==> config.mk <==
export PLATFORM = sky130hd
export DESIGN_NAME = axi_wr_xbar
export DESIGN_NICKNAME = d
export VERILOG_FILES = /design/src/hw/axi_wr_pkg.sv /design/src/hw/axi_wr_xbar.sv /design/src/hw/b_return.sv /design/src/hw/default_slave.sv /design/src/hw/slave_port.sv /design/src/hw/aw_arbiter.sv
export SDC_FILE = /design/constraint.sdc
export NUM_CORES = 1
export LEC_CHECK = 0
export BUFFER_PORTS_ARGS = -buffer_cell sky130_fd_sc_hd__buf_2
export CORE_AREA = 8 8 141 143
export DETAILED_ROUTE_END_ITERATION = 8
export DIE_AREA = 0 0 149 151
export GPL_TIMING_DRIVEN = 0
export MAX_ROUTING_LAYER = met4
export PLACE_DENSITY_LB_ADDON = 0.3
export SYNTH_ARGS = -nofsm -noshare
export SYNTH_HDL_FRONTEND = slang
export SYNTH_SLANG_ARGS = --single-unit
==> constraint.sdc <==
create_clock -name clk -period 7.2 [get_ports clk]
set_input_delay 0.72 -clock clk [delete_from_list [all_inputs] [get_ports clk]]
set_output_delay 0.72 -clock clk [all_outputs]
set_load 0.1 [all_outputs]
==> src/hw/axi_wr_pkg.sv <==
package axi_wr_pkg;

  localparam int N_MASTERS = 2;
  localparam int N_SLAVES  = 3;

  localparam int ADDR_W = 32;
  localparam int DATA_W = 32;
  localparam int ID_W   = 4;
  // Slave side carries the master index on top
  localparam int IDS_W  = 5;
  localparam int LEN_W  = 8;
  localparam int SIZE_W = 3;

  typedef logic [ADDR_W-1:0] axi_addr_t;
  typedef logic [DATA_W-1:0] axi_data_t;
  typedef logic [ID_W-1:0]   axi_id_t;
  typedef logic [IDS_W-1:0]  axi_ids_t;
  typedef logic [LEN_W-1:0]  axi_len_t;
  typedef logic [SIZE_W-1:0] axi_size_t;
  typedef logic [1:0]        axi_burst_t;
  typedef logic [1:0]        axi_resp_t;
  typedef logic [1:0]        slave_sel_t;

  // Address map, 64 KB per external slave
  localparam axi_addr_t SLV0_BASE = 32'h0000_0000;
  localparam axi_addr_t SLV1_BASE = 32'h0001_0000;
  localparam axi_addr_t SLV_MASK  = 32'h0000_FFFF;

  localparam axi_resp_t RESP_OKAY   = 2'b00;
  localparam axi_resp_t RESP_DECERR = 2'b11;

  typedef struct packed {
    axi_id_t    id;
    axi_addr_t  addr;
    axi_len_t   len;
    axi_size_t  size;
    axi_burst_t burst;
  } aw_m_t;

  typedef struct packed {
    axi_ids_t   id;
    axi_addr_t  addr;
    axi_len_t   len;
    axi_size_t  size;
    axi_burst_t burst;
  } aw_s_t;

  typedef struct packed {
    axi_data_t data;
    logic      last;
  } w_t;

  typedef struct packed {
    axi_id_t   id;
    axi_resp_t resp;
  } b_m_t;

  typedef struct packed {
    axi_ids_t  id;
    axi_resp_t resp;
  } b_s_t;

  typedef enum logic [1:0] {
    LOCK_FREE,
    LOCK_AW,
    LOCK_W
  } arb_lock_t;

  // Unmapped space falls through to the default slave
  function automatic slave_sel_t addr_decode(input axi_addr_t addr);
    slave_sel_t sel;
    if ((addr & ~SLV_MASK) == SLV0_BASE) begin
      sel = slave_sel_t'(0);
    end else if ((addr & ~SLV_MASK) == SLV1_BASE) begin
      sel = slave_sel_t'(1);
    end else begin
      sel = slave_sel_t'(N_SLAVES - 1);
    end
    return sel;
  endfunction

endpackage
==> src/hw/axi_wr_xbar.sv <==
module axi_wr_xbar (
  input  logic                             clk,
  input  logic                             rstn,
  // Masters
  input  axi_wr_pkg::aw_m_t                m_aw       [axi_wr_pkg::N_MASTERS],
  input  logic [axi_wr_pkg::N_MASTERS-1:0] m_aw_valid,
  output logic [axi_wr_pkg::N_MASTERS-1:0] m_aw_ready,
  input  axi_wr_pkg::w_t                   m_w        [axi_wr_pkg::N_MASTERS],
  input  logic [axi_wr_pkg::N_MASTERS-1:0] m_w_valid,
  output logic [axi_wr_pkg::N_MASTERS-1:0] m_w_ready,
  output axi_wr_pkg::b_m_t                 m_b        [axi_wr_pkg::N_MASTERS],
  output logic [axi_wr_pkg::N_MASTERS-1:0] m_b_valid,
  input  logic [axi_wr_pkg::N_MASTERS-1:0] m_b_ready,
  // External slaves 0 and 1
  output axi_wr_pkg::aw_s_t                s_aw       [axi_wr_pkg::N_SLAVES-1],
  output logic [axi_wr_pkg::N_SLAVES-2:0]  s_aw_valid,
  input  logic [axi_wr_pkg::N_SLAVES-2:0]  s_aw_ready,
  output axi_wr_pkg::w_t                   s_w        [axi_wr_pkg::N_SLAVES-1],
  output logic [axi_wr_pkg::N_SLAVES-2:0]  s_w_valid,
  input  logic [axi_wr_pkg::N_SLAVES-2:0]  s_w_ready,
  input  axi_wr_pkg::b_s_t                 s_b        [axi_wr_pkg::N_SLAVES-1],
  input  logic [axi_wr_pkg::N_SLAVES-2:0]  s_b_valid,
  output logic [axi_wr_pkg::N_SLAVES-2:0]  s_b_ready
);
  import axi_wr_pkg::*;

  aw_s_t                arb_aw;
  w_t                   arb_w;
  logic [N_SLAVES-1:0]  aw_req;
  logic [N_SLAVES-1:0]  aw_ack;
  logic [N_SLAVES-1:0]  w_req;
  logic [N_SLAVES-1:0]  w_ack;
  logic [N_MASTERS-1:0] b_done;

  // Slave side of every port, the last one is the default slave
  aw_s_t               p_aw [N_SLAVES];
  logic [N_SLAVES-1:0] p_aw_valid;
  logic [N_SLAVES-1:0] p_aw_ready;
  w_t                  p_w  [N_SLAVES];
  logic [N_SLAVES-1:0] p_w_valid;
  logic [N_SLAVES-1:0] p_w_ready;
  b_s_t                p_b  [N_SLAVES];
  logic [N_SLAVES-1:0] p_b_valid;
  logic [N_SLAVES-1:0] p_b_ready;

  // Port to b_return
  b_s_t                up_b [N_SLAVES];
  logic [N_SLAVES-1:0] up_b_valid;
  logic [N_SLAVES-1:0] up_b_ready;

  aw_arbiter u_arb (
    .clk        (clk),
    .rstn       (rstn),
    .m_aw       (m_aw),
    .m_aw_valid (m_aw_valid),
    .m_aw_ready (m_aw_ready),
    .m_w        (m_w),
    .m_w_valid  (m_w_valid),
    .m_w_ready  (m_w_ready),
    .b_done     (b_done),
    .aw_out     (arb_aw),
    .aw_req     (aw_req),
    .aw_ack     (aw_ack),
    .w_out      (arb_w),
    .w_req      (w_req),
    .w_ack      (w_ack)
  );

  for (genvar i = 0; i < N_SLAVES; i++) begin : g_port
    slave_port u_port (
      .clk        (clk),
      .rstn       (rstn),
      .aw_in      (arb_aw),
      .aw_req     (aw_req[i]),
      .aw_ack     (aw_ack[i]),
      .w_in       (arb_w),
      .w_req      (w_req[i]),
      .w_ack      (w_ack[i]),
      .s_aw       (p_aw[i]),
      .s_aw_valid (p_aw_valid[i]),
      .s_aw_ready (p_aw_ready[i]),
      .s_w        (p_w[i]),
      .s_w_valid  (p_w_valid[i]),
      .s_w_ready  (p_w_ready[i]),
      .s_b        (p_b[i]),
      .s_b_valid  (p_b_valid[i]),
      .s_b_ready  (p_b_ready[i]),
      .b_out      (up_b[i]),
      .b_valid    (up_b_valid[i]),
      .b_ready    (up_b_ready[i])
    );

    if (i < N_SLAVES - 1) begin : g_ext
      assign s_aw[i]       = p_aw[i];
      assign s_aw_valid[i] = p_aw_valid[i];
      assign p_aw_ready[i] = s_aw_ready[i];
      assign s_w[i]        = p_w[i];
      assign s_w_valid[i]  = p_w_valid[i];
      assign p_w_ready[i]  = s_w_ready[i];
      assign p_b[i]        = s_b[i];
      assign p_b_valid[i]  = s_b_valid[i];
      assign s_b_ready[i]  = p_b_ready[i];
    end
  end

  default_slave u_dflt (
    .clk      (clk),
    .rstn     (rstn),
    .aw       (p_aw[N_SLAVES-1]),
    .aw_valid (p_aw_valid[N_SLAVES-1]),
    .aw_ready (p_aw_ready[N_SLAVES-1]),
    .w        (p_w[N_SLAVES-1]),
    .w_valid  (p_w_valid[N_SLAVES-1]),
    .w_ready  (p_w_ready[N_SLAVES-1]),
    .b        (p_b[N_SLAVES-1]),
    .b_valid  (p_b_valid[N_SLAVES-1]),
    .b_ready  (p_b_ready[N_SLAVES-1])
  );

  b_return u_bret (
    .clk         (clk),
    .rstn        (rstn),
    .b_in        (up_b),
    .b_valid_in  (up_b_valid),
    .b_ready_out (up_b_ready),
    .m_b         (m_b),
    .m_b_valid   (m_b_valid),
    .m_b_ready   (m_b_ready),
    .b_done      (b_done)
  );

endmodule

==> src/hw/b_return.sv <==
module b_return (
  input  logic                             clk,
  input  logic                             rstn,
  input  axi_wr_pkg::b_s_t                 b_in        [axi_wr_pkg::N_SLAVES],
  input  logic [axi_wr_pkg::N_SLAVES-1:0]  b_valid_in,
  output logic [axi_wr_pkg::N_SLAVES-1:0]  b_ready_out,
  output axi_wr_pkg::b_m_t                 m_b         [axi_wr_pkg::N_MASTERS],
  output logic [axi_wr_pkg::N_MASTERS-1:0] m_b_valid,
  input  logic [axi_wr_pkg::N_MASTERS-1:0] m_b_ready,
  output logic [axi_wr_pkg::N_MASTERS-1:0] b_done
);
  import axi_wr_pkg::*;

  slave_sel_t           sel   [N_MASTERS];
  slave_sel_t           sel_q [N_MASTERS];
  logic [N_MASTERS-1:0] found;
  logic [N_MASTERS-1:0] hold_q;

  // Lowest port index wins, scan runs downward
  always_comb begin
    for (int m = 0; m < N_MASTERS; m++) begin
      found[m] = 1'b0;
      sel[m]   = '0;
      for (int s = N_SLAVES - 1; s >= 0; s--) begin
        if (b_valid_in[s] && int'(b_in[s].id[IDS_W-1]) == m) begin
          found[m] = 1'b1;
          sel[m]   = slave_sel_t'(s);
        end
      end
      // A stalled response keeps its port
      if (hold_q[m]) begin
        sel[m] = sel_q[m];
      end
      m_b_valid[m] = found[m];
      m_b[m].id    = b_in[sel[m]].id[ID_W-1:0];
      m_b[m].resp  = b_in[sel[m]].resp;
      b_done[m]    = m_b_valid[m] & m_b_ready[m];
    end
  end

  always_comb begin
    b_ready_out = '0;
    for (int m = 0; m < N_MASTERS; m++) begin
      if (b_done[m]) begin
        b_ready_out[sel[m]] = 1'b1;
      end
    end
  end

  always_ff @(posedge clk, negedge rstn) begin
    if (!rstn) begin
      hold_q <= '0;
    end else begin
      hold_q <= m_b_valid & ~m_b_ready;
    end
  end

  always_ff @(posedge clk) begin
    for (int m = 0; m < N_MASTERS; m++) begin
      if (m_b_valid[m] && !hold_q[m]) begin
        sel_q[m] <= sel[m];
      end
    end
  end

endmodule

==> src/hw/default_slave.sv <==
module default_slave (
  input  logic              clk,
  input  logic              rstn,
  input  axi_wr_pkg::aw_s_t aw,
  input  logic              aw_valid,
  output logic              aw_ready,
  input  axi_wr_pkg::w_t    w,
  input  logic              w_valid,
  output logic              w_ready,
  output axi_wr_pkg::b_s_t  b,
  output logic              b_valid,
  input  logic              b_ready
);
  import axi_wr_pkg::*;

  axi_ids_t id_q;
  logic     aw_busy;
  logic     aw_hs;
  logic     w_last_hs;

  // One write at a time, address first
  assign aw_ready  = ~aw_busy & ~b_valid;
  assign w_ready   = aw_busy;
  assign aw_hs     = aw_valid & aw_ready;
  assign w_last_hs = w_valid & w_ready & w.last;

  always_ff @(posedge clk, negedge rstn) begin
    if (!rstn) begin
      aw_busy <= 1'b0;
    end else if (aw_hs) begin
      aw_busy <= 1'b1;
    end else if (w_last_hs) begin
      aw_busy <= 1'b0;
    end
  end

  always_ff @(posedge clk) begin
    if (aw_hs) begin
      id_q <= aw.id;
    end
  end

  // Response the cycle after the last beat
  always_ff @(posedge clk, negedge rstn) begin
    if (!rstn) begin
      b_valid <= 1'b0;
    end else if (w_last_hs) begin
      b_valid <= 1'b1;
    end else if (b_ready) begin
      b_valid <= 1'b0;
    end
  end

  assign b.id   = id_q;
  assign b.resp = RESP_DECERR;

endmodule

==> src/hw/slave_port.sv <==
module slave_port (
  input  logic                 clk,
  input  logic                 rstn,
  // From the arbiter
  input  axi_wr_pkg::aw_s_t    aw_in,
  input  logic                 aw_req,
  output logic                 aw_ack,
  input  axi_wr_pkg::w_t       w_in,
  input  logic                 w_req,
  output logic                 w_ack,
  // Slave side
  output axi_wr_pkg::aw_s_t    s_aw,
  output logic                 s_aw_valid,
  input  logic                 s_aw_ready,
  output axi_wr_pkg::w_t       s_w,
  output logic                 s_w_valid,
  input  logic                 s_w_ready,
  input  axi_wr_pkg::b_s_t     s_b,
  input  logic                 s_b_valid,
  output logic                 s_b_ready,
  // Toward b_return
  output axi_wr_pkg::b_s_t     b_out,
  output logic                 b_valid,
  input  logic                 b_ready
);
  import axi_wr_pkg::*;

  aw_s_t aw_q;
  logic  aw_full;
  logic  w_own;
  logic  w_last_hs;

  // New request only when the register is empty and no burst is open
  assign aw_ack    = aw_req & ~aw_full & ~w_own;
  assign w_last_hs = w_ack & w_in.last;

  always_ff @(posedge clk, negedge rstn) begin
    if (!rstn) begin
      aw_full <= 1'b0;
    end else if (aw_ack) begin
      aw_full <= 1'b1;
    end else if (s_aw_ready) begin
      aw_full <= 1'b0;
    end
  end

  always_ff @(posedge clk) begin
    if (aw_ack) begin
      aw_q <= aw_in;
    end
  end

  // Burst ownership runs from AW accept to the WLAST beat
  always_ff @(posedge clk, negedge rstn) begin
    if (!rstn) begin
      w_own <= 1'b0;
    end else if (aw_ack) begin
      w_own <= 1'b1;
    end else if (w_last_hs) begin
      w_own <= 1'b0;
    end
  end

  assign s_aw       = aw_q;
  assign s_aw_valid = aw_full;

  assign s_w       = w_in;
  assign s_w_valid = w_req & w_own;
  assign w_ack     = s_w_valid & s_w_ready;

  // B goes up untouched
  assign b_out     = s_b;
  assign b_valid   = s_b_valid;
  assign s_b_ready = b_ready;

endmodule

==> src/hw/aw_arbiter.sv <==
module aw_arbiter (
  input  logic                                clk,
  input  logic                                rstn,
  // Master side
  input  axi_wr_pkg::aw_m_t                   m_aw       [axi_wr_pkg::N_MASTERS],
  input  logic [axi_wr_pkg::N_MASTERS-1:0]    m_aw_valid,
  output logic [axi_wr_pkg::N_MASTERS-1:0]    m_aw_ready,
  input  axi_wr_pkg::w_t                      m_w        [axi_wr_pkg::N_MASTERS],
  input  logic [axi_wr_pkg::N_MASTERS-1:0]    m_w_valid,
  output logic [axi_wr_pkg::N_MASTERS-1:0]    m_w_ready,
  input  logic [axi_wr_pkg::N_MASTERS-1:0]    b_done,
  // Toward the slave ports
  output axi_wr_pkg::aw_s_t                   aw_out,
  output logic [axi_wr_pkg::N_SLAVES-1:0]     aw_req,
  input  logic [axi_wr_pkg::N_SLAVES-1:0]     aw_ack,
  output axi_wr_pkg::w_t                      w_out,
  output logic [axi_wr_pkg::N_SLAVES-1:0]     w_req,
  input  logic [axi_wr_pkg::N_SLAVES-1:0]     w_ack
);
  import axi_wr_pkg::*;

  arb_lock_t            lock;
  arb_lock_t            lock_next;
  logic                 gnt_m;
  slave_sel_t           gnt_sel;
  logic                 rr_ptr;
  logic                 pick;
  logic [N_MASTERS-1:0] cand;
  logic [N_MASTERS-1:0] outstanding;
  logic                 aw_hs;
  logic                 w_last_hs;

  // Only masters without a write in flight may compete
  assign cand = m_aw_valid & ~outstanding;
  assign pick = cand[rr_ptr] ? rr_ptr : ~rr_ptr;

  assign aw_hs     = (lock == LOCK_AW) && |(aw_req & aw_ack);
  assign w_last_hs = (lock == LOCK_W) && |(w_req & w_ack) && w_out.last;

  always_ff @(posedge clk, negedge rstn) begin
    if (!rstn) begin
      lock   <= LOCK_FREE;
      gnt_m  <= 1'b0;
      rr_ptr <= 1'b0;
    end else begin
      lock <= lock_next;
      if (lock == LOCK_FREE && |cand) begin
        gnt_m  <= pick;
        rr_ptr <= ~pick;
      end
    end
  end

  // Target is decoded once, when the grant is taken
  always_ff @(posedge clk) begin
    if (lock == LOCK_FREE && |cand) begin
      gnt_sel <= addr_decode(m_aw[pick].addr);
    end
  end

  always_comb begin
    case (lock)
      LOCK_FREE: lock_next = (|cand) ? LOCK_AW : LOCK_FREE;
      LOCK_AW:   lock_next = aw_hs ? LOCK_W : LOCK_AW;
      LOCK_W:    lock_next = w_last_hs ? LOCK_FREE : LOCK_W;
      default:   lock_next = LOCK_FREE;
    endcase
  end

  // Held until the B response for this master comes back
  always_ff @(posedge clk, negedge rstn) begin
    if (!rstn) begin
      outstanding <= '0;
    end else begin
      for (int m = 0; m < N_MASTERS; m++) begin
        if (m_aw_valid[m] && m_aw_ready[m]) begin
          outstanding[m] <= 1'b1;
        end else if (b_done[m]) begin
          outstanding[m] <= 1'b0;
        end
      end
    end
  end

  always_comb begin
    aw_out.id    = {gnt_m, m_aw[gnt_m].id};
    aw_out.addr  = m_aw[gnt_m].addr;
    aw_out.len   = m_aw[gnt_m].len;
    aw_out.size  = m_aw[gnt_m].size;
    aw_out.burst = m_aw[gnt_m].burst;
    w_out        = m_w[gnt_m];

    aw_req     = '0;
    w_req      = '0;
    m_aw_ready = '0;
    m_w_ready  = '0;

    case (lock)
      LOCK_AW: begin
        aw_req[gnt_sel]   = m_aw_valid[gnt_m] & ~outstanding[gnt_m];
        m_aw_ready[gnt_m] = aw_ack[gnt_sel] & ~outstanding[gnt_m];
      end
      LOCK_W: begin
        w_req[gnt_sel]   = m_w_valid[gnt_m];
        m_w_ready[gnt_m] = w_ack[gnt_sel];
      end
      default: ;
    endcase
  end

endmodule

==> metrics <==
status finished clean; Area Growth Syn to Fin 46.7%; power density over the cells 390 mW/mm²; Final HPWL DP 17200 µm; crit-path cells buf_2 > buf_1 > clkbuf_1 > inv_1 > nor3_1 > buf_2; post-synthesis simple-gate area fraction 7.39%; footprint of the multi-input gates 0.00187 mm²; max-slew violations 0; H-tree levels 4; via count of the first global-routing pass 5307; largest area contributor in the netlist edfxtp_1; Clk Latency, worst-skew pair 0.41 ns; multiplexer area fraction after synthesis 16.7%; post-synthesis async set-or-reset flop share 12.1%; slowest CP cell clkbuf_1; GPL Wtd Cong 0.885; FF+latch count, synth 132; Overflow after GRT 0; RSZ-0062 raised after global routing false; CP endpoint kind output pin; largest cells by area after synthesis edfxtp_1 (57%), mux2_2 (15%), dfrtp_1 (6.5%); Comb power frac 49.4%; Int Power 0.00185 W; global-route wire length before repair 30700 µm; Post-synth EDFFs 116; Fin Setup TNS 0 ns; Post-Synth Adder-Cell Area 0%; Pre-antenna DRT Iters 6; die span in x 149 µm; Die Y 151 µm; CP Class flip-flop to output pin; clock slew at reported path FFs 0.06 ns; Max Cap Viol 0; Final Hold Viols 0; Synth Instances 409; leakage 3.97 nW; mean area per synthesized cell 15.0 µm²; Register Area 0.00388 mm²; worst path arrival time 3.07 ns; Peak VDD IR 0.000463 V; Yosys top cell area share 56.9%; Cell variety after synth 48; CTS tree built; CTS sink count 132; CTS Buf Count 17; CTS Buffer Depth 2; Sw Ratio 47.2%; Fillers 1616; CP Max Fanout 10; Ant. Diodes 0; DIE AREA 0.0225 mm²; Clock Power Share 23.8%; Least-Margin Pin Slew 1.07 ns; final setup fails 0; clk_skew 0.00792 ns; commonest cells after routing, fill and taps aside buf_2 (386), edfxtp_1 (116), mux2_2 (84); dominant synthesized flop cell edfxtp_1; CTS Hold Bufs 0; Worst path max stage delay 0.61 ns; Buf/Inv on CP 5; CP delay by family, top buffers and inverters; vias after detailed routing 4852; Rows 49; initial DRC count 240; sequential share of the synthesized area 63.4%; sequential share of power 26.8%; number of post-CTS setup repair buffers 0; Cells after DPL 1024; largest net degree at the start of global routing 28; initial core utilization 34.7%; Util after Layout 50.9%; num ports 382; core area 0.0177 mm²; Routed Antenna Nets 0; main combinational cell family by area after synthesis multiplexers; Post-Synth XOR/XNOR Area 0%; FMAX 264 MHz; gr usage total 18.9%; Post-Route WL 20900 µm; IO Port Bufs 381; initial antenna violation count 0; vias per inst 4.59; Synth Area in Compound Gates 6.13%; commonest non-fill, non-tap cell in the layout buf_2; Final period util 52.6%; DRC 0; Final nets 1006; Syn. warnings 0; crit-path most repeated cell buf_2; wire length per cell 19.8 µm; layout cells sized above 1 66.7%; Syn Std Cell Area 0.00613 mm²; Tmin final 3.79 ns; Hold Path Class primary input to async pin; Clock Root Buffer clkbuf_16; Setup crit start kind flip-flop; Mapped Nets 601; Slew Limit Headroom 28.8%; post-cts sizing count 0; Worst EP required 6.48 ns; Net Switching 0.00166 W; final cell count without fillers 1056
[through the flow]
stage | power, W | setup WS (ns) | instance area [µm²] | hold WS [ns]
after floorplan | 0.00239 | 2.55 | 6130 | 0.400
after global placement | 0.00268 | 0.544 | 8320 | 0.401
after detailed placement | 0.00270 | 3.65 | 8410 | 0.405
after CTS | 0.00354 | 3.23 | 8990 | 0.215
after global routing | 0.00363 | 3.15 | 8990 | 0.232
final | 0.00351 | 3.41 | 8990 | 0.224
[flip-flops by register name (all words and copies together) (netlist names), 3 cells and up]
| name | cells |
|---|---|
| u_dflt.id_q | 5 |
| g_port.u_port.w_own | 3 |
| u_bret.sel_q | 4 |
| g_port.u_port.s_aw | 105 |
| g_port.u_port.s_aw_valid | 3 |
[power groups by stage]
stage,combinational (W),clock [W],sequential (W)
2_1_floorplan,0.00144,0,0.000948
3_3_place_gp,0.00173,0,0.000953
3_5_place_dp,0.00174,0,0.000955
4_1_cts,0.00175,0.000857,0.000939
5_1_grt,0.00180,0.000897,0.000942
6_report,0.00173,0.000835,0.000939
[Yosys cell counts (3+ instances only)]
cell / count
a21oi_1: 5
o31ai_1: 4
edfxtp_1: 116
nand2b_1: 8
nor2b_1: 7
mux2i_1: 8
clkbuf_1: 5
buf_2: 5
a22o_1: 3
inv_1: 9
nor2_1: 12
nand3_1: 4
a21o_1: 6
nor3b_1: 4
o2bb2ai_1: 12
mux2_2: 84
buf_1: 5
dfrtp_1: 16
nor4_1: 6
and2_1: 4
nor3_1: 8
nand2_1: 8
buf_4: 39
and3_1: 3
[layer usage]
| layer | vias to the layer above | global-route usage, % | routed length [µm] |
|---|---|---|---|
| met2 | 194 | 30.8 | 10600 |
| met3 | 17 | 8.46 | 2050 |
| met1 | 2289 | 20.3 | 7990 |
| met4 | 0 | 6.06 | 293 |
| li1 | 2352 | - | - |
| met5 | - | - | 0 |
[cell families (layout without fill, tap and decap cells)]
group / Yosys count / count (layout)
compound gates: 45 / 45
buf+inv: 63 / 481
flops: 132 / 132
mux: 92 / 92
simple gates: 77 / 77
[path summary, 6_finish.rpt]
path                                                startpoint                                  end  slack, ns  depth (start not counted)
max                                    u_arb.gnt_m$_DFFE_PN0P_                         m_w_ready[1]       3.41                          6
min                                                       rstn           u_bret.hold_q[0]$_DFF_PN0_       0.22                          1
min in group clk           g_port[2].u_port.s_aw[47]$_DFFE_PP_             u_dflt.id_q[2]$_DFFE_PP_       0.41                          0
max in group asynchronous                                 rstn              u_arb.gnt_m$_DFFE_PN0P_       6.70                          1
max reg2reg                            u_arb.gnt_m$_DFFE_PN0P_  g_port[0].u_port.s_aw[14]$_DFFE_PN_       4.42                          6
min reg2reg                g_port[2].u_port.s_aw[47]$_DFFE_PP_             u_dflt.id_q[2]$_DFFE_PP_       0.41                          0
[final cells by class]
cell class / instances / share of cell area [%]
Multi-Input combinational cell: 214 / 20.8
Clock inverter: 14 / 1.68
Clock buffer: 18 / 4.77
Timing Repair Buffer: 386 / 22.0
Sequential cell: 132 / 43.2
Inverter: 9 / 0.376
Tap cell: 229 / 3.19
Buffer: 54 / 3.95
(Power assumes the default switching activity.)
